<file path="config.mk">
export PLATFORM = sky130hd
export DESIGN_NAME = sd_cmd_decoder
export DESIGN_NICKNAME = d
export VERILOG_FILES = /design/src/hdl/sd_pkg.sv /design/src/hdl/sd_cmd_decoder.sv
export SDC_FILE = /design/constraint.sdc
export NUM_CORES = 1
export LEC_CHECK = 0
export ABC_AREA = 1
export BUFFER_PORTS_ARGS = -buffer_cell sky130_fd_sc_hd__buf_4
export CORE_UTILIZATION = 40
export DETAILED_ROUTE_END_ITERATION = 8
export PLACE_DENSITY = 0.66
export SYNTH_ARGS = -nofsm -noshare
export SYNTH_HDL_FRONTEND = slang
export SYNTH_SLANG_ARGS = --single-unit
</file>
<file path="constraint.sdc">
create_clock -name clock -period 5.1 [get_ports clock]
set_clock_uncertainty 0.1 [all_clocks]
set_input_delay 0.255 -clock clock [delete_from_list [all_inputs] [get_ports clock]]
set_output_delay 0.255 -clock clock [all_outputs]
set_load 0.02 [all_outputs]
</file>
<file path="src/hdl/sd_pkg.sv">
// SD card SPI host shared types
// Command opcodes, response kinds, stage FSM states and the structs
// that carry commands, framed operations and results between stages

package sd_pkg;

  // Supported command indices
  typedef enum logic [5:0] {
    cmd0   = 6'd0,
    cmd8   = 6'd8,
    cmd17  = 6'd17,
    acmd41 = 6'd41,
    cmd55  = 6'd55,
    cmd58  = 6'd58
  } sd_opcode_e;

  typedef enum logic [1:0] {
    resp_r1       = 2'd0,
    resp_r7       = 2'd1,
    resp_r1_block = 2'd2
  } sd_resp_kind_e;

  typedef enum logic [2:0] {
    ok          = 3'd0,
    card_error  = 3'd1,
    crc_error   = 3'd2,
    timeout     = 3'd3,
    token_error = 3'd4
  } sd_status_e;

  typedef enum logic [1:0] {
    tx_idle,
    tx_shift,
    tx_hold
  } sd_tx_state_e;

  typedef enum logic [2:0] {
    rx_idle,
    rx_wait_start,
    rx_receiving,
    rx_wait_token,
    rx_block
  } sd_rx_state_e;

  typedef struct packed {
    sd_opcode_e  opcode;
    logic [31:0] argument;
    logic        read_block;
  } sd_cmd_t;

  typedef struct packed {
    logic [47:0]   frame;
    sd_resp_kind_e resp_kind;
  } sd_op_t;

  typedef struct packed {
    logic [7:0]  r1;
    logic [31:0] payload;
    logic        crc_bad;
    logic        timed_out;
    logic        got_block;
    logic        token_bad;
  } sd_rx_t;

  typedef struct packed {
    logic [7:0]  r1;
    logic [31:0] payload;
    sd_status_e  status;
    logic        block_valid;
    logic        illegal_cmd;
  } sd_result_t;

endpackage

</file>
<file path="src/hdl/sd_cmd_decoder.sv">
// SD command decoder
// Accepts one command while idle, builds the 48-bit frame with CRC7
// and picks the response kind the receiver must expect

`timescale 1ns/1ps

module sd_cmd_decoder (
  input  logic             clock,
  input  logic             reset,
  input  logic             cmd_valid,
  input  sd_pkg::sd_cmd_t  cmd,
  input  logic             done,
  output logic             busy,
  output logic             op_valid,
  output sd_pkg::sd_op_t   op
);

  logic                  accept;
  logic [39:0]           frame_body;
  logic [6:0]            crc;
  sd_pkg::sd_resp_kind_e kind;

  // CRC7, polynomial x^7 + x^3 + 1, MSB first
  function automatic logic [6:0] crc7(input logic [39:0] data);
    logic [6:0] c;
    logic       fb;
    c = 7'd0;
    for (int i = 39; i >= 0; i--) begin
      fb = c[6] ^ data[i];
      c = {c[5:0], 1'b0};
      if (fb) begin
        c = c ^ 7'h09;
      end
    end
    return c;
  endfunction

  assign accept = cmd_valid && !busy;

  // Start bit 0, transmission bit 1, then index and argument
  assign frame_body = {2'b01, cmd.opcode, cmd.argument};
  assign crc = crc7(frame_body);

  always_comb begin
    case (cmd.opcode)
      sd_pkg::cmd8, sd_pkg::cmd58: kind = sd_pkg::resp_r7;
      sd_pkg::cmd17: begin
        kind = cmd.read_block ? sd_pkg::resp_r1_block : sd_pkg::resp_r1;
      end
      default: kind = sd_pkg::resp_r1;
    endcase
  end

  always_ff @(posedge clock or posedge reset) begin
    if (reset) begin
      busy <= 1'b0;
      op_valid <= 1'b0;
    end else begin
      op_valid <= accept;
      if (done) begin
        busy <= 1'b0;
      end else if (accept) begin
        busy <= 1'b1;
      end
    end
  end

  // Frame ends with CRC7 and the end bit
  always_ff @(posedge clock) begin
    if (accept) begin
      op.frame <= {frame_body, crc, 1'b1};
      op.resp_kind <= kind;
    end
  end

endmodule

</file>
**Yosys cells after proc, flatten, opt, wreduce, memory -nomap -nowiden**

Cells that the tools add are included.

- Register bits after elaboration: 49
- Word-level logic and storage cells: 128
- Output and inout port bits: 52

- Muxes and demuxes: 42
- Eq/ne operators: 3
- Bitwise logic cells: 74
- Reduce and logical (&&, ||, !) cells: 4

Operators by type and width:

| kind | number |
|---|---|
| 4-bit 2-to-1 mux | 38 |
| 2-bit inverter | 37 |
| 1-bit bitwise XOR | 34 |
| 6-bit by 4-bit == test with 1-bit output (second input constant) | 1 |
| 6-bit by 5-bit == test with 1-bit output (second input constant) | 1 |
| 6-bit == test (second input constant) | 1 |
| 2-bit case mux with 2 select lines | 1 |
| 1-bit bitwise XOR (first input constant) | 3 |
| 1-bit 2-to-1 mux | 2 |
| 2-bit 2-to-1 mux | 1 |
| 2-bit nonzero test | 1 |
| 2-bit OR reduction | 1 |
| 1-bit logical AND | 1 |
| 1-bit zero test | 1 |

**Logic depth before layout (Yosys ltp)**

- Word-level depth: 75
- Mapped depth: 25

**Worst setup path before layout**

No wires, ideal clock.

- Kind: reg-to-reg
- Start: register busy
- End: register op[0] in the netlist's numbering, enable pin
- Setup time: 0.454 ns
- Arrival time: 2.498 ns
- Stages on the path, launching flop included: 2
- Slack: 2.048 ns
- Period minus slack after synthesis: 3.052 ns
- Cell sequence: dfrtp_1 nor2_1

- Word-level cells in the longest chain between the ends: 2

Ends and longest elaborated chain:

| element | line | text |
|---|---|---|
| start: declaration | sd_cmd_decoder.sv:13 | `output logic busy,` |
| start signal: assignment | sd_cmd_decoder.sv:56 | `busy <= 1'b0;` |
| start signal: assignment | sd_cmd_decoder.sv:61 | `busy <= 1'b0;` |
| start signal: assignment | sd_cmd_decoder.sv:63 | `busy <= 1'b1;` |
| 1-bit zero test | sd_cmd_decoder.sv:38 | `assign accept = cmd_valid && !busy;` |
| 1-bit logical AND | sd_cmd_decoder.sv:38 |  |
| named net accept | sd_cmd_decoder.sv:18 | `logic accept;` |
| end: declaration | sd_cmd_decoder.sv:15 | `output sd_pkg::sd_op_t op` |

The timed path passes the listed nets, and every way through them passes these cells.
A chain may end at the register's enable or synchronous reset.

**Worst setup path after layout**

- Start: input port cmd[36] in the netlist's numbering
- End: register op[7] in the netlist's numbering, data pin

- Word-level cells in the longest chain between the ends: 24
- Elaborated cells on any way between the ends: 69
- Those cells by class: mux: 35; bitwise: 34

Ends and longest elaborated chain:

| element | line | text |
|---|---|---|
| start: declaration | sd_cmd_decoder.sv:11 | `input sd_pkg::sd_cmd_t cmd,` |
| 1-bit bitwise XOR (*) | sd_cmd_decoder.sv:29 | `fb = c[6] ^ data[i];` |
| 4-bit 2-to-1 mux (*) | sd_cmd_decoder.sv:31 | `if (fb) begin` |
| 1-bit bitwise XOR or 4-bit 2-to-1 mux (tied branches) | sd_cmd_decoder.sv:29, sd_cmd_decoder.sv:31 |  |
| 4-bit 2-to-1 mux | sd_cmd_decoder.sv:31 |  |
| 1-bit bitwise XOR, or another cell as far along | sd_cmd_decoder.sv:29 |  |
| 4-bit 2-to-1 mux | sd_cmd_decoder.sv:31 |  |
| 1-bit bitwise XOR, or another cell as far along | sd_cmd_decoder.sv:29 |  |
| 4-bit 2-to-1 mux | sd_cmd_decoder.sv:31 |  |
| [9 not listed] | -- |  |
| 4-bit 2-to-1 mux | sd_cmd_decoder.sv:31 |  |
| 1-bit bitwise XOR, or another cell as far along | sd_cmd_decoder.sv:29 |  |
| 4-bit 2-to-1 mux | sd_cmd_decoder.sv:31 |  |
| 4-bit 2-to-1 mux, or another cell as far along | sd_cmd_decoder.sv:31 |  |
| 4-bit 2-to-1 mux | sd_cmd_decoder.sv:31 |  |
| 2-bit inverter (no line) or 1-bit bitwise XOR (tied branches) | -- |  |
| 4-bit 2-to-1 mux (*) | sd_cmd_decoder.sv:31 |  |
| named net crc[4] | sd_cmd_decoder.sv:20 | `logic [6:0] crc;` |

Mark *: on every way through the listed nets, which the timed path passes. The rest lies on a longest branch.

==> flow_metrics.py <==
metrics = {
    "detailed_routing": {
        "first_pass_iters": 4,
        "via_per_inst": 4.59,
        "wirelength_um": 6330,
        "drtAntennaViolNets": 0,
        "vias": 2569,
        "drt_iter0_drc": 98,
        "drc_errors": 0,
        "avgRoutedWirePerCell_um": 11.3,
    },
    "clocking": {
        "cts.reportedPaths.clkPinSlew_ps": 100,
        "cts_hold_buf": 2,
        "cts_made_buffers": 5,
        "htree_num_levels": 2,
        "cts_tree": "built",
        "clock-sinks": 49,
        "root_buffer": "clkbuf_8",
        "clkLatencyLatePin_ps": 290,
        "postCtsSetupRepairBufs": 0,
        "post_cts_resize_count": 0,
        "clockBufferDepth": 2,
    },
    "final_layout": {
        "area_growth_pct": 30.2,
        "final_common_cell": "nand2_1",
        "n_fill_cell": 655,
        "layout_common_cells": "nand2_1 (149), buf_4 (92), edfxtp_1 (47)",
        "layout.cells.non_filler": 560,
        "postLayoutCoreUtil_pct": 55.2,
        "drive_gt1_share_pct": 30.8,
        "nets": 506,
        "num_antenna_cells": 0,
    },
    "place": {
        "port_buffers": 91,
        "place_ws_ps": 2380,
        "gp_congestion": 0.762,
        "place_hpwl_um": 5010,
        "dp_cells": 550,
    },
    "power_and_ir_drop": {
        "irDropWorstVdd_v": 0.000136,
        "leakage_uw": 0.00198,
        "powerDensity_nw_per_um2": 340,
    },
    "worst_setup_path": {
        "cp-start-kind": "input port",
        "worstPathMaxFanout": 6,
        "r2r-start": "busy$_DFFE_PP0P_",
        "worstSetupEndpointType": "register",
        "rr_worst_depth": 2,
        "rrSetupSlack_ps": 3610,
        "critical_path_class": "in -> reg",
        "critical_path.startpoint": "cmd[36]",
        "worstPathRequired_ps": 5040,
        "arrival_ps": 2360,
        "crit_path_end": "op[7]$_DFFE_PP_",
        "reg2reg_to": "op[11]$_DFFE_PP_",
    },
    "job": {
        "cap_violations": 0,
    },
    "timing": {
        "setup_viol": 0,
        "slew_viol_final": 0,
        "min_period_ps": 2420,
        "timing.final.ws_setup_ps": 2680,
        "max_freq_mhz": 413,
        "grt_setup_unrepaired": "false",
        "tightest_slew_ps": 591,
        "slew-limit-headroom_pct": 60.6,
        "setup_tns_ps": 0,
        "hold_viol_final": 0,
        "finalCritPeriodShare_pct": 47.5,
    },
    "global_routing": {
        "grt_pass1_vias": 2380,
        "grt_remaining_overflow": 0,
        "grt_pass1_wl_um": 10300,
        "grtUsageTotal_pct": 17.2,
        "grt_max_degree": 49,
        "antenna_found_initial": 0,
    },
    "logic_synthesis": {
        "syn_inst": 365,
        "ys_seq_elements": 49,
        "syn-cell-area_um2": 2940,
        "synth_ff_type": "edfxtp_1",
        "synth_area_per_cell_um2": 8.06,
        "ys_warn_count": 0,
        "netlist-cell-type-count": 22,
        "yosysTopAreaCell": "edfxtp_1",
        "synth_seq_area_share_pct": 49.7,
        "synth_area_leaders": "edfxtp_1 (48%), nand2_1 (19%), nand3_1 (7.8%)",
        "synthArstFlopShare_pct": 4.08,
        "synth_edf_count": 47,
        "yosysTopAreaCellShare_pct": 48.0,
    },
    "floorplan": {
        "start_util_pct": 42.4,
        "fp.dieW_um": 87.8,
        "die_height_um": 87.8,
        "design.portCount": 95,
        "std_cell_rows": 30,
        "die-area_um2": 7700,
        "coreArea_um2": 6940,
    },
    "hold_path": {
        "hold_path.class": "in -> reg",
    },
    "run_status": {
        "status": "finished, final reports clean",
    },
}
## stage by stage
step | hold WS (ps) | power, uW | cell area [um2]
6_report | 40.7 | 1300 | 3830
2_1_floorplan | -104 | 933 | 2950
4_1_cts | 34.3 | 1320 | 3830
3_5_place_dp | 22.2 | 1090 | 3730
5_1_grt | 32.1 | 1410 | 3830
3_3_place_gp | 15.0 | 1070 | 3730
## report_power, final
part	total, uW	switching, uW	internal (uW)
logic	569	358	211
registers	512	9.96	502
clock network	223	126	96.7
total	1300	494	809
## state kept, by name, indices dropped and copies added (netlist names)
name      count
op           47
op_valid      1
busy          1
## final cells by class
cell class | instances | area (um2) | share of cell area, %
Sequential cell | 49 | 1460 | 38.1
Multi-Input combinational cell | 261 | 1260 | 33.0
Timing Repair Buffer | 94 | 711 | 18.5
Inverter | 52 | 195 | 5.09
Tap cell | 96 | 120 | 3.13
Clock buffer | 7 | 76.3 | 1.99
Clock inverter | 1 | 5.00 | 0.131
## worst max-delay path, cell delays in order
cell	delay, ps
buf_4	140
inv_1	120
nand2_1	100
nand2_1	60
nand3_1	100
nand2_1	110
nand2_1	50
nand2_1	120
nand2_1	150
nand2_2	120
nand3_2	80
nand2_1	110
nand2_2	70
nand2_1	80
nand2_1	80
nand2_1	90
nand2_1	60
nand2_1	100
inv_1	80
nand2_1	110
nand2_2	60
nand2_1	50
nand2_1	70
## worst min path at each step
stage	cells past startpoint	endpoint	start	slack, ps
after floorplan	1	busy$_DFFE_PP0P_	reset	-100
after global placement	2	op_valid$_DFF_PP0_	reset	10
after detailed placement	2	busy$_DFFE_PP0P_	reset	20
after CTS	1	op[35]$_DFFE_PP_	cmd[26]	30
after global routing	1	op[35]$_DFFE_PP_	cmd[26]	30
final	1	op[35]$_DFFE_PP_	cmd[26]	40
## logic make-up (layout without fill, tap and decap cells)
group	Yosys count	in the layout	share of synthesized area, %
AND/OR/NAND/NOR	251	251	40.1
XOR/XNOR	6	6	2.04
flip-flops	49	49	49.7
buffers and inverters	56	154	7.78
AO/OA/AOI/OAI	1	1	0.170
other	2	3	0.255
## routing by layer
metal,routed length (um),up-vias,track usage [%]
li1,-,1358,-
met1,2920,1156,21.4
met2,3160,53,31.1
met3,200,2,2.45
met4,43,0,4.17
met5,0,-,0
## Yosys cell counts (all sizes together), types with 2 or more instances
library cell and n:
buf 4, edfxtp 47, xnor2 3, inv 52, dfrtp 2, conb 2, xor2 3, nor2 6
nand3 53, nand3b 10, nand2 179
No activity file was read; power rests on OpenSTA's default activity.
