$ cat src/hdl/sd_pkg.sv
// SD card SPI host shared types
// Command opcodes, response kinds, stage FSM states and the structs
// that carry commands, framed operations and results between stages

package sd_pkg;

  // Supported command indices
  typedef enum logic [5:0] {
    cmd0   = 6'd0,
    cmd8   = 6'd8,
    cmd17  = 6'd17,
    acmd41 = 6'd41,
    cmd55  = 6'd55,
    cmd58  = 6'd58
  } sd_opcode_e;

  typedef enum logic [1:0] {
    resp_r1       = 2'd0,
    resp_r7       = 2'd1,
    resp_r1_block = 2'd2
  } sd_resp_kind_e;

  typedef enum logic [2:0] {
    ok          = 3'd0,
    card_error  = 3'd1,
    crc_error   = 3'd2,
    timeout     = 3'd3,
    token_error = 3'd4
  } sd_status_e;

  typedef enum logic [1:0] {
    tx_idle,
    tx_shift,
    tx_hold
  } sd_tx_state_e;

  typedef enum logic [2:0] {
    rx_idle,
    rx_wait_start,
    rx_receiving,
    rx_wait_token,
    rx_block
  } sd_rx_state_e;

  typedef struct packed {
    sd_opcode_e  opcode;
    logic [31:0] argument;
    logic        read_block;
  } sd_cmd_t;

  typedef struct packed {
    logic [47:0]   frame;
    sd_resp_kind_e resp_kind;
  } sd_op_t;

  typedef struct packed {
    logic [7:0]  r1;
    logic [31:0] payload;
    logic        crc_bad;
    logic        timed_out;
    logic        got_block;
    logic        token_bad;
  } sd_rx_t;

  typedef struct packed {
    logic [7:0]  r1;
    logic [31:0] payload;
    sd_status_e  status;
    logic        block_valid;
    logic        illegal_cmd;
  } sd_result_t;

endpackage

$ cat src/hdl/sd_cmd_transmitter.sv
// SD command transmitter
// Shifts the 48-bit command frame out on mosi, MSB first, and keeps
// chip select low until the whole operation is finished

`timescale 1ns/1ps

module sd_cmd_transmitter (
  input  logic                  clock,
  input  logic                  reset,
  input  logic                  op_valid,
  input  sd_pkg::sd_op_t        op,
  input  logic                  done,
  output logic                  cs_n,
  output logic                  mosi,
  output logic                  tx_done,
  output sd_pkg::sd_resp_kind_e resp_kind
);

  sd_pkg::sd_tx_state_e state;
  logic [47:0]          frame_sr;
  logic [5:0]           bit_cnt;
  logic                 load;

  assign load = (state == sd_pkg::tx_idle) && op_valid;

  // Line idles high whenever no frame bit is on it
  assign mosi = (state == sd_pkg::tx_shift) ? frame_sr[47] : 1'b1;

  always_ff @(posedge clock or posedge reset) begin
    if (reset) begin
      state <= sd_pkg::tx_idle;
      bit_cnt <= 6'd0;
      cs_n <= 1'b1;
      tx_done <= 1'b0;
    end else begin
      tx_done <= 1'b0;
      case (state)
        sd_pkg::tx_idle: begin
          if (op_valid) begin
            state <= sd_pkg::tx_shift;
            bit_cnt <= 6'd0;
            cs_n <= 1'b0;
          end
        end
        sd_pkg::tx_shift: begin
          if (bit_cnt == 6'd47) begin
            state <= sd_pkg::tx_hold;
            tx_done <= 1'b1;
          end else begin
            bit_cnt <= bit_cnt + 6'd1;
          end
        end
        sd_pkg::tx_hold: begin
          // Card stays selected through the response
          if (done) begin
            state <= sd_pkg::tx_idle;
            cs_n <= 1'b1;
          end
        end
        default: begin
          state <= sd_pkg::tx_idle;
          cs_n <= 1'b1;
        end
      endcase
    end
  end

  always_ff @(posedge clock) begin
    if (load) begin
      frame_sr <= op.frame;
      resp_kind <= op.resp_kind;
    end else if (state == sd_pkg::tx_shift) begin
      frame_sr <= {frame_sr[46:0], 1'b0};
    end
  end

endmodule

$ cat config.mk
export PLATFORM = sky130hd
export DESIGN_NAME = sd_cmd_transmitter
export DESIGN_NICKNAME = d
export VERILOG_FILES = /design/src/hdl/sd_pkg.sv /design/src/hdl/sd_cmd_transmitter.sv
export SDC_FILE = /design/constraint.sdc
export NUM_CORES = 1
export LEC_CHECK = 0
export BUFFER_PORTS_ARGS = -buffer_cell sky130_fd_sc_hd__clkbuf_2
export CAP_MARGIN = 20
export CORE_UTILIZATION = 45
export DETAILED_ROUTE_END_ITERATION = 6
export GPL_TIMING_DRIVEN = 0
export PLACE_DENSITY = 0.66
export SLEW_MARGIN = 20
export SYNTH_ARGS = -nofsm -noshare
export SYNTH_HDL_FRONTEND = slang
export SYNTH_SLANG_ARGS = --single-unit
export TNS_END_PERCENT = 5
$ cat constraint.sdc
create_clock -name clock -period 4.45 [get_ports clock]
set_input_delay 0.445 -clock clock [delete_from_list [all_inputs] [get_ports clock]]
set_output_delay 0.445 -clock clock [all_outputs]
set_load 0.02 [all_outputs]
Word level (Yosys, flattened, before mapping)
Cells that the tools add are included.
{ "word_totals": {"input_bits": 54, "output_inout_bits": 5, "reg_bits": 60} }
{ "op_classes": {"reduce_logical": 7, "n_addsub": 1, "mux": 15, "bitwise": 1, "eq_ne": 7} }
{ "ops": {"columns": ["cell", "n"], "rows": [
  ["2-to-1 mux 48 bit", 2],
  ["2-to-1 mux 6 bit", 2],
  ["case mux 6 bit (2 select lines)", 1],
  ["AND reduction 3 bit", 3],
  ["!= test 2 bit, second input constant", 4],
  ["adder 6 x 1 -> 6 bit, second input constant", 1],
  ["equality test 6 bit, second input constant", 1],
  ["2-to-1 mux 2 bit", 3],
  ["case mux 2 bit (3 select lines)", 1],
  ["2-to-1 mux 1 bit", 5],
  ["nonzero test 2 bit", 2],
  ["case mux 1 bit (3 select lines)", 1],
  ["equality test 2 x 1 -> 1 bit, second input constant", 1],
  ["equality test 2 bit, second input constant", 1],
  ["logical NOT 2 bit", 1],
  ["logical AND 1 bit", 1],
  ["inverter 1 bit", 1]
]} }

Logic depth before layout (Yosys ltp)
Gate-level depths: netlist of run 1.
{ "logic_depth": {"ltp_word": 3, "ltp_mapped": 6, "mapped_depth_nobuf": 4} }

Least setup slack after synthesis of run 1
OpenSTA, ideal clock, no wires.
{ "synth_path": {"kind": "register to register", "start": "register state[0]", "end": "register frame_sr[0] (enable)", "path_stages_with_launch": 4, "synth_period_minus_slack_ns": 2.156, "setup_time_ns": 0.403, "arrival_time_ns": 1.753, "path_buffers": 1, "path_slack_ns": 2.294, "path_cell_list": "dfrtp_1 > clkbuf_1 > o21bai_1 > inv_1"} }
{ "synth_between": {"elab_chain_cells": 3, "elab_cells_between_ends": 4, "classes_between": "eq/ne (1); reduce/logical (3)"} }
{ "synth_lines": {"columns": ["item", "line_no", "text"], "rows": [
  ["from (decl)", "sd_cmd_transmitter.sv:19", "sd_pkg::sd_tx_state_e state;"],
  ["from (signal assigned)", "sd_cmd_transmitter.sv:31", "state <= sd_pkg::tx_idle;"],
  ["from (signal assigned)", "sd_cmd_transmitter.sv:40", "state <= sd_pkg::tx_shift;"],
  ["from (signal assigned)", "sd_cmd_transmitter.sv:47", "state <= sd_pkg::tx_hold;"],
  ["logical NOT 2 bit", "sd_cmd_transmitter.sv:24", "assign load = (state == sd_pkg::tx_idle) && op_valid;"],
  ["logical AND 1 bit", "sd_cmd_transmitter.sv:24", null],
  ["nonzero test 2 bit (no line) (*)", null, null],
  ["to (signal assigned)", "sd_cmd_transmitter.sv:70", "frame_sr <= op.frame;"],
  ["to (signal assigned)", "sd_cmd_transmitter.sv:73", "frame_sr <= {frame_sr[46:0], 1'b0};"],
  ["to (decl)", "sd_cmd_transmitter.sv:20", "logic [47:0] frame_sr;"]
]} }
Mark *: on every way between the ends. The rest lies on a longest branch, timed or not.
A chain may end at the register's enable or synchronous reset.

Worst setup path after layout of run 1
{ "layout_path": {"start": "register state[1]", "end": "output mosi"} }
{ "layout_between": {"elab_chain_cells": 2} }
{ "layout_lines": {"columns": ["item", "line_no", "text"], "rows": [
  ["equality test 2 x 1 -> 1 bit", "sd_cmd_transmitter.sv:27", "assign mosi = (state == sd_pkg::tx_shift) ? frame_sr[47] : 1'b1;"],
  ["2-to-1 mux 1 bit", "sd_cmd_transmitter.sv:27", null],
  ["to (decl)", "sd_cmd_transmitter.sv:14", "output logic mosi,"]
]} }
Every way passes these cells.

==> summary.txt, run 1 <==
outcome -> finished, final reports clean
fin cells -> 309
Hold Buf Count CTS -> 0
FP Rows -> 27
Hold Fails Final Rpt -> 0
Die Area -> 6170 µm²
CP arrival -> 1.54 ns
GR peak layer -> met1
Die Y -> 78.5 µm
Port Buffers -> 58
drt wl/cell -> 14.5 µm
dpl cells -> 293
DP Worst Slack -> 2.45 ns
CP Max Fanout -> 8
unrepaired setup endpoints after global routing -> false
Synth top area share -> 0.570
clock slew at reported path FFs -> 0.06 ns
Sw Pwr -> 0.526 mW
Clock Sinks -> 60
Tightest Hold Check Type -> primary input to asynchronous set/reset pin
Crit-path slowest cell -> dfrtp_1
clock share of power -> 0.225
register area -> 1750 µm²
cells along the critical path -> nand2b_1, or2_2, clkbuf_2
gr ovfl total -> 0
boundary pin count -> 59
syn_area_per_cell -> 16.3 µm²
Switching Share -> 0.257
Max Root-Sink Buffers -> 2
Initial Util -> 0.473
Mapped Area -> 2640 µm²
Worst EP required -> 4.01 ns
Max Clk Rate -> 0.504 GHz
first-pass GRT wire length -> 7.40 mm
Filler Cells Inserted -> 481
Max IR drop VDD -> 0.000358 V
area of the multi-input gates -> 816 µm²
power consumption -> 2.05 mW
min Tclk post-route -> 1.98 ns
antenna violations before repair -> 0
Post-DP HPWL -> 3.05 mm
Final Slew Violations -> 0
Setup-failing EPs final -> 0
root buf cell -> clkbuf_8
Core ar. -> 5570 µm²
fin area -> 3210 µm²
Routed Antenna Nets -> 0
Layout Skew -> 0.0113 ns
met3 Usage GRT -> 0.0581
Area contributors post-synth -> edfxtp_1 (57%), mux2_2 (17%), dfrtp_1 (8.5%), mux2_4 (4.6%), dfstp_2 (1.0%)
CP bufs+invs -> 1
static leakage power -> 1.41 nW
worst-skew pair later-pin latency -> 0.33 ns
Final Worst Setup Slack -> 2.47 ns
cell count after synthesis -> 162
vias in the first global route -> 1507
combinational share of power -> 0.265
post-synth top area cell -> edfxtp_1
grt met1 use -> 0.228
DRC viols -> 0
CTS tree -> yes
via count -> 1553
part of the power in registers -> 0.510
Final Util -> 0.577
Area after DPL -> 3040 µm²
fin nets -> 287
overall routed net length -> 4.50 mm
Vias/cell -> 5.03
slowest stage delay, CP -> 0.44 ns
Worst Path Class, Setup -> flip-flop to output pin
setup fix buffers added after clock tree synthesis -> 0
cts repair resizes -> 0
CTS H-tree lvls -> 3
largest net degree at the start of global routing -> 30
Synth Register Bits -> 60
power per cell area -> 637 nW/µm²
drt first pass iters -> 4
Crit. End Element -> output pin
Syn. warnings -> 0
chip width -> 78.5 µm
Post-Route Setup TNS -> 0 ns
fin crit share -> 0.446
GR Util met2 -> 0.228
DRT iter0 DRCs -> 87
gr usage total -> 0.166
post-synthesis sequential area ratio -> 0.665
CP delay by family, top -> simple AND/OR/NAND/NOR gates
Rel. slew slack -> 0.678
startpoint types -> flip-flop
ratio of cells with drive above 1 in the final layout -> 0.532
GP Congestion -> 0.780
Max-cap violations -> 0
TritonCTS Buffers -> 9
post-synthesis cell type count -> 30
syn nets -> 217
Worst-Margin Slew -> 0.482 ns
diode count -> 0
hold slack -> 0.0675 ns
Pint -> 1.52 mW
Area Overhead vs Synth -> 21.9%
==> power by group through the flow <==
stage	Combinational [mW]	Sequential, mW	Clock (mW)
floorplan	0.420	1.03	0
global placement	0.524	1.05	0
CTS	0.553	1.05	0.472
finish	0.542	1.04	0.462
detailed placement	0.549	1.05	0
global route	0.600	1.08	0.492
==> logic make-up after synthesis <==
group                      after synthesis  share of synthesized area
AOI/OAI and AO/OA                       17                     0.0441
adders and majority gates                1                    0.00475
buffers and inverters                   13                     0.0256
DFF                                     60                      0.665
muxes                                   47                      0.212
and+or+nand+nor                         24                     0.0484
==> final timing paths <==
path	to	cells after the start	slack [ns]	from
max	mosi	3	2.47	state[1]
min	bit_cnt[1]	2	0.07	reset
max reg2reg	frame_sr[33]	4	2.50	state[0]
min reg2reg	bit_cnt[3]	1	0.51	bit_cnt[3]
max in group asynchronous	cs_n	2	4.06	reset
min in group clock	resp_kind[1]	1	0.29	op[1]
==> layout make-up <==
class,count,area share
sequential,60,0.545
clock inverter,3,0.0121
clock buffer,13,0.0432
multi-input combinational,89,0.254
tap,72,0.0280
buffer,8,0.0152
inverter,5,0.00584
timing repair buffer,59,0.0965
==> routing by layer <==
metal  part of all wire  up-vias
li1                   -      759
met1               0.48      749
met2               0.45       36
met3              0.049        9
met4              0.020        0
met5                  0        -
==> synthesized netlist by cell type <==
library cell,count
a211oi_1,1
a21oi_1,3
a2bb2oi_1,1
a31oi_1,1
and2_1,1
buf_2,3
buf_6,2
clkbuf_1,3
dfrtp_1,9
dfstp_2,1
edfxtp_1,50
ha_1,1
inv_1,5
mux2_2,39
mux2_4,8
nand2_1,7
nand2b_1,4
nand3_1,3
nor2_1,3
nor3b_1,1
o2111ai_1,1
o211ai_1,3
o21a_1,2
o21ai_0,2
o21bai_1,1
o22a_1,1
o22ai_1,1
or2_2,2
or3b_1,1
or4_1,2
==> state kept, by name, indices dropped and copies added, names as in the netlist <==
signal / cells
tx_done: 1
resp_kind: 2
cs_n: 1
bit_cnt: 6
frame_sr: 48
state: 2
==> cell usage in the layout, fill, tap and decap left out, drive strengths merged, types with 2 or more instances in the layout <==
| cell | instances |
|---|---|
| a21oi | 3 |
| buf | 6 |
| clkbuf | 74 |
| clkinv | 2 |
| dfrtp | 9 |
| edfxtp | 50 |
| inv | 5 |
| mux2 | 47 |
| nand2 | 7 |
| nand2b | 4 |
| nand3 | 3 |
| nor2 | 3 |
| o211ai | 3 |
| o21a | 2 |
| o21ai | 2 |
| or2 | 2 |
| or4 | 2 |
(Power assumes the default switching activity.)
==> run 2, diff against run 1 <==
==> constraint.sdc (replaced) <==
create_clock -name clock -period 2 [get_ports clock]
set_input_delay 0.2 -clock clock [delete_from_list [all_inputs] [get_ports clock]]
set_output_delay 0.2 -clock clock [all_outputs]
set_load 0.02 [all_outputs]
==> summary.txt, run 2 (synthesis results as in run 1) <==
outcome -> finished, final reports clean
top flop regs -> frame_sr x48, bit_cnt x6
Layout Skew -> 0.00581 ns
cells along the critical path -> or3b_1, clkbuf_1, buf_6, buf_6, mux2_4
commonest non-fill, non-tap cell in the layout -> clkbuf_2
root buf cell -> clkbuf_8
Final Slew Violations -> 0
R2R depth -> 5
drt wl/cell -> 14.9 µm
diode count -> 0
CP arrival -> 1.99 ns
worst-skew pair later-pin latency -> 0.32 ns
startpoint types -> flip-flop
Filler Cells Inserted -> 479
power per cell area -> 1440 nW/µm²
Rel. slew slack -> 0.639
Final Worst Setup Slack -> 0.0851 ns
Area Overhead vs Synth -> 23.5%
Initial Util -> 0.473
CTS H-tree lvls -> 3
Top reg by flops -> frame_sr
antenna violations before repair -> 0
Clock Sinks -> 60
end of the critical path -> frame_sr[38]
Post-Route Setup TNS -> 0 ns
Vias/cell -> 4.96
first-pass GRT wire length -> 7.74 mm
most frequent cells in the layout -> clkbuf_2 (58), edfxtp_1 (50), mux2_2 (39)
largest net degree at the start of global routing -> 26
fin crit share -> 0.957
unrepaired setup endpoints after global routing -> false
met1 wire length -> 2.13 mm
Max IR drop VDD -> 0.000682 V
static leakage power -> 1.43 nW
min Tclk post-route -> 1.91 ns
Tightest Hold Check Type -> primary input to flip-flop
Die Y -> 78.5 µm
DRT iter0 DRCs -> 112
drt first pass iters -> 4
Crit Reg-Reg Startpoint -> state[1]
Crit. End Element -> flip-flop
Worst-Margin Slew -> 0.541 ns
Routed Antenna Nets -> 0
Hold Fails Final Rpt -> 0
CTS tree -> yes
setup fix buffers added after clock tree synthesis -> 0
vias in the first global route -> 1607
Worst EP required -> 2.07 ns
gr ovfl total -> 0
Die Area -> 6170 µm²
Post-DP HPWL -> 3.02 mm
gr usage total -> 0.172
fin area -> 3260 µm²
Most common cell on crit path -> buf_6
Reg-to-Reg End -> frame_sr[38]
critical hold path startpoint -> op[0]
max layer used -> met4
max FFs per register -> 48
met3 routed WL -> 172 µm
Crit-path slowest cell -> dfrtp_1
DP Worst Slack -> -0.563 ns
ratio of cells with drive above 1 in the final layout -> 0.550
Max-cap violations -> 0
Area after DPL -> 3020 µm²
fin nets -> 288
via count -> 1538
Max Root-Sink Buffers -> 2
CP Max Fanout -> 10
Worst Path Class, Setup -> flip-flop to flip-flop
power consumption -> 4.70 mW
Core ar. -> 5570 µm²
met2 wire length -> 2.22 mm
GP Congestion -> 0.764
boundary pin count -> 59
DRC viols -> 0
slowest stage delay, CP -> 0.45 ns
Port Buffers -> 58
Setup-failing EPs final -> 0
reg2reg setup slack -> 0.09 ns
FP Rows -> 27
clock slew at reported path FFs -> 0.07 ns
TritonCTS Buffers -> 9
Critical Path Start -> state[1]
overall routed net length -> 4.63 mm
Max Clk Rate -> 0.522 GHz
chip width -> 78.5 µm
## run 2: per-stage QoR
stage | hold WS [ns] | utilization | std cells
after floorplan | 0.0395 | - | 162
after global placement | 0.186 | 0.543 | 292
after detailed placement | 0.181 | 0.543 | 292
after CTS | 0.0291 | 0.584 | 310
after global routing | 0.0330 | 0.584 | 310
final | 0.0480 | 0.584 | 310
## run 2: worst min-delay path by stage
stage / endpoint / slack, ns / depth (start not counted)
finish: resp_kind[0] / 0.05 / 1
global route: resp_kind[0] / 0.03 / 1
CTS: resp_kind[0] / 0.03 / 1
detailed placement: bit_cnt[2] / 0.18 / 2
global placement: bit_cnt[2] / 0.19 / 2
floorplan: bit_cnt[0] / 0.04 / 1
## run 2: final cells by class
class / count / area [µm²] / area share
clock buffers: 10 / 128 / 0.0392
inverters: 5 / 22.5 / 0.00692
well taps: 72 / 90.1 / 0.0277
repair buffers: 59 / 300 / 0.0922
repair inverters: 1 / 7.51 / 0.00231
multi-input cells: 89 / 827 / 0.254
plain buffers: 8 / 50.0 / 0.0154
flip-flops and latches: 60 / 1750 / 0.538
clock inverters: 6 / 78.8 / 0.0242
## run 2: timing repair
action	CTS	global route
hold endpoints to repair	9	0
setup endpoints to repair	49	49
resized for setup	2	3
gates cloned	1	0
pin swaps	1	0
hold buffers	1	0
## run 2: critical path: cells and delay by family, from the launching register on
family	cells	cell delay, ns
multiplexers	1	0.30
AND/OR/NAND/NOR	1	0.37
buffers and inverters	3	0.54
flip-flops	1	0.45
## run 2: layer usage
| metal | GRT usage | vias up |
|---|---|---|
| met3 | 0.0407 | 10 |
| met5 | 0 | - |
| met1 | 0.237 | 737 |
| li1 | - | 756 |
| met4 | 0.104 | 0 |
| met2 | 0.245 | 35 |
## run 2: where the power goes
group	switching [mW]	internal [mW]
Combinational	0.539	0.686
Sequential	0.201	2.13
Clock	0.454	0.691
Total	1.19	3.50
==> run 3, diff against run 2 <==
--- a/config.mk
+++ b/config.mk
@@ -7,10 +7,11 @@
 export LEC_CHECK = 0
 export BUFFER_PORTS_ARGS = -buffer_cell sky130_fd_sc_hd__clkbuf_2
 export CAP_MARGIN = 20
-export CORE_UTILIZATION = 45
+export CORE_UTILIZATION = 30
+export CTS_BUF_LIST = sky130_fd_sc_hd__clkbuf_2 sky130_fd_sc_hd__clkbuf_4 sky130_fd_sc_hd__clkbuf_8
 export DETAILED_ROUTE_END_ITERATION = 6
 export GPL_TIMING_DRIVEN = 0
-export PLACE_DENSITY = 0.66
+export PLACE_DENSITY_LB_ADDON = 0.3
 export SLEW_MARGIN = 20
 export SYNTH_ARGS = -nofsm -noshare
 export SYNTH_HDL_FRONTEND = slang
==> summary.txt, run 3 (synthesis results as in run 1) <==
DRC viols -> 0
Top reg by flops -> frame_sr
Tightest Hold Check Type -> primary input to flip-flop
Core ar. -> 8340 µm²
Final Slew Violations -> 0
chip width -> 95.7 µm
most frequent cells in the layout -> clkbuf_2 (58), edfxtp_1 (50), mux2_2 (39)
GR peak layer -> met2
drt first pass iters -> 4
Worst Path Class, Setup -> flip-flop to flip-flop
vias in the first global route -> 1545
clock slew at reported path FFs -> 0.06 ns
Most common cell on crit path -> buf_6
FP Rows -> 33
first-pass GRT wire length -> 7.79 mm
min Tclk post-route -> 1.88 ns
grt met1 use -> 0.156
Area after DPL -> 3070 µm²
Filler Cells Inserted -> 816
max FFs per register -> 48
unrepaired setup endpoints after global routing -> true
CTS H-tree lvls -> 3
Layout Skew -> 0.0124 ns
fin crit share -> 0.940
top flop regs -> frame_sr x48, bit_cnt x6
worst-skew pair later-pin latency -> 0.34 ns
startpoint types -> flip-flop
Die Y -> 95.7 µm
overall routed net length -> 4.82 mm
Initial Util -> 0.316
GP Congestion -> 0.790
fin area -> 3270 µm²
CP Max Fanout -> 10
Port Buffers -> 58
Max-cap violations -> 0
Max Clk Rate -> 0.532 GHz
power per cell area -> 1380 nW/µm²
hold slack -> 0.0408 ns
largest net degree at the start of global routing -> 26
fin nets -> 288
Post-DP HPWL -> 3.15 mm
slowest stage delay, CP -> 0.46 ns
Max Root-Sink Buffers -> 2
gr usage total -> 0.121
Final Worst Setup Slack -> 0.120 ns
outcome -> finished, final reports clean
Rel. slew slack -> 0.618
ratio of cells with drive above 1 in the final layout -> 0.553
CP arrival -> 1.96 ns
commonest non-fill, non-tap cell in the layout -> clkbuf_2
CTS tree -> yes
Crit. End Element -> flip-flop
GR Util met2 -> 0.168
Setup-failing EPs final -> 0
Vias/cell -> 4.59
root buf cell -> clkbuf_8
DRT iter0 DRCs -> 52
Clock Sinks -> 60
gr ovfl total -> 0
via count -> 1569
Die Area -> 9170 µm²
boundary pin count -> 59
Crit-path slowest cell -> dfrtp_1
Worst-Margin Slew -> 0.571 ns
antenna violations before repair -> 0
Max IR drop VDD -> 0.000498 V
TritonCTS Buffers -> 9
drt wl/cell -> 14.1 µm
DP Worst Slack -> -0.498 ns
Hold Fails Final Rpt -> 0
Routed Antenna Nets -> 0
diode count -> 0
met3 Usage GRT -> 0.0355
Area Overhead vs Synth -> 24.1%
Worst EP required -> 2.08 ns
static leakage power -> 1.42 nW
cells along the critical path -> or3b_1, clkbuf_1, buf_6, buf_6, mux2_4
## run 3: critical path: cells and delay by family, from the launching register on
family        cells  cell delay, ns
buf+inv           3            0.51
flops             1            0.46
mux               1            0.30
simple gates      1            0.37
## run 3: through the flow
stage	TNS, ns	utilization	power (mW)	instances
after global routing	-0.00212	0.392	4.82	342
final	0	0.392	4.53	342
after global placement	-25.88	0.368	3.53	325
after CTS	0	0.391	4.59	342
after floorplan	0	-	3.24	162
after detailed placement	-24.15	0.368	3.57	325
## run 3: final timing paths
path                         startpoint            to  slack (ns)  cells after the start
max                            state[1]  frame_sr[38]        0.12                      5
min reg2reg                frame_sr[42]  frame_sr[43]        0.54                      1
min                               op[0]  resp_kind[0]        0.04                      1
max reg2reg                    state[1]  frame_sr[38]        0.12                      5
max in group asynchronous         reset          cs_n        1.29                      3
min in group asynchronous         reset       tx_done        0.39                      3
## run 3: timing repair
item / 4_1_cts / 5_1_grt
endpoints found under the setup margin: 49 / 26
hold buffers: 1 / 0
pin swaps: 1 / 0
gates cloned: 1 / 0
setup buffers: 0 / 0
gates resized for setup: 3 / 4
endpoints found under the hold margin: 9 / 0
## run 3: routing by layer
metal	vias up	wire length [µm]
li1	757	-
met4	0	150
met5	-	0
met3	15	249
met1	752	2270
met2	45	2140
## run 3: cell type report
cell class,instances,area [µm²],area share
Inverter,5,22.5,0.00689
Buffer,8,56.3,0.0172
Sequential cell,60,1750,0.536
Multi-Input combinational cell,89,827,0.253
Timing Repair Buffer,59,300,0.0918
Tap cell,105,131,0.0402
Clock buffer,12,159,0.0486
Timing Repair inverter,1,7.51,0.00230
Clock inverter,3,13.8,0.00421
## run 3: power breakdown
part           internal, mW  total, mW  switching [mW]
logic                 0.692       1.22           0.532
registers              2.13       2.33           0.204
clock network         0.516      0.971           0.456
total                  3.33       4.53            1.19
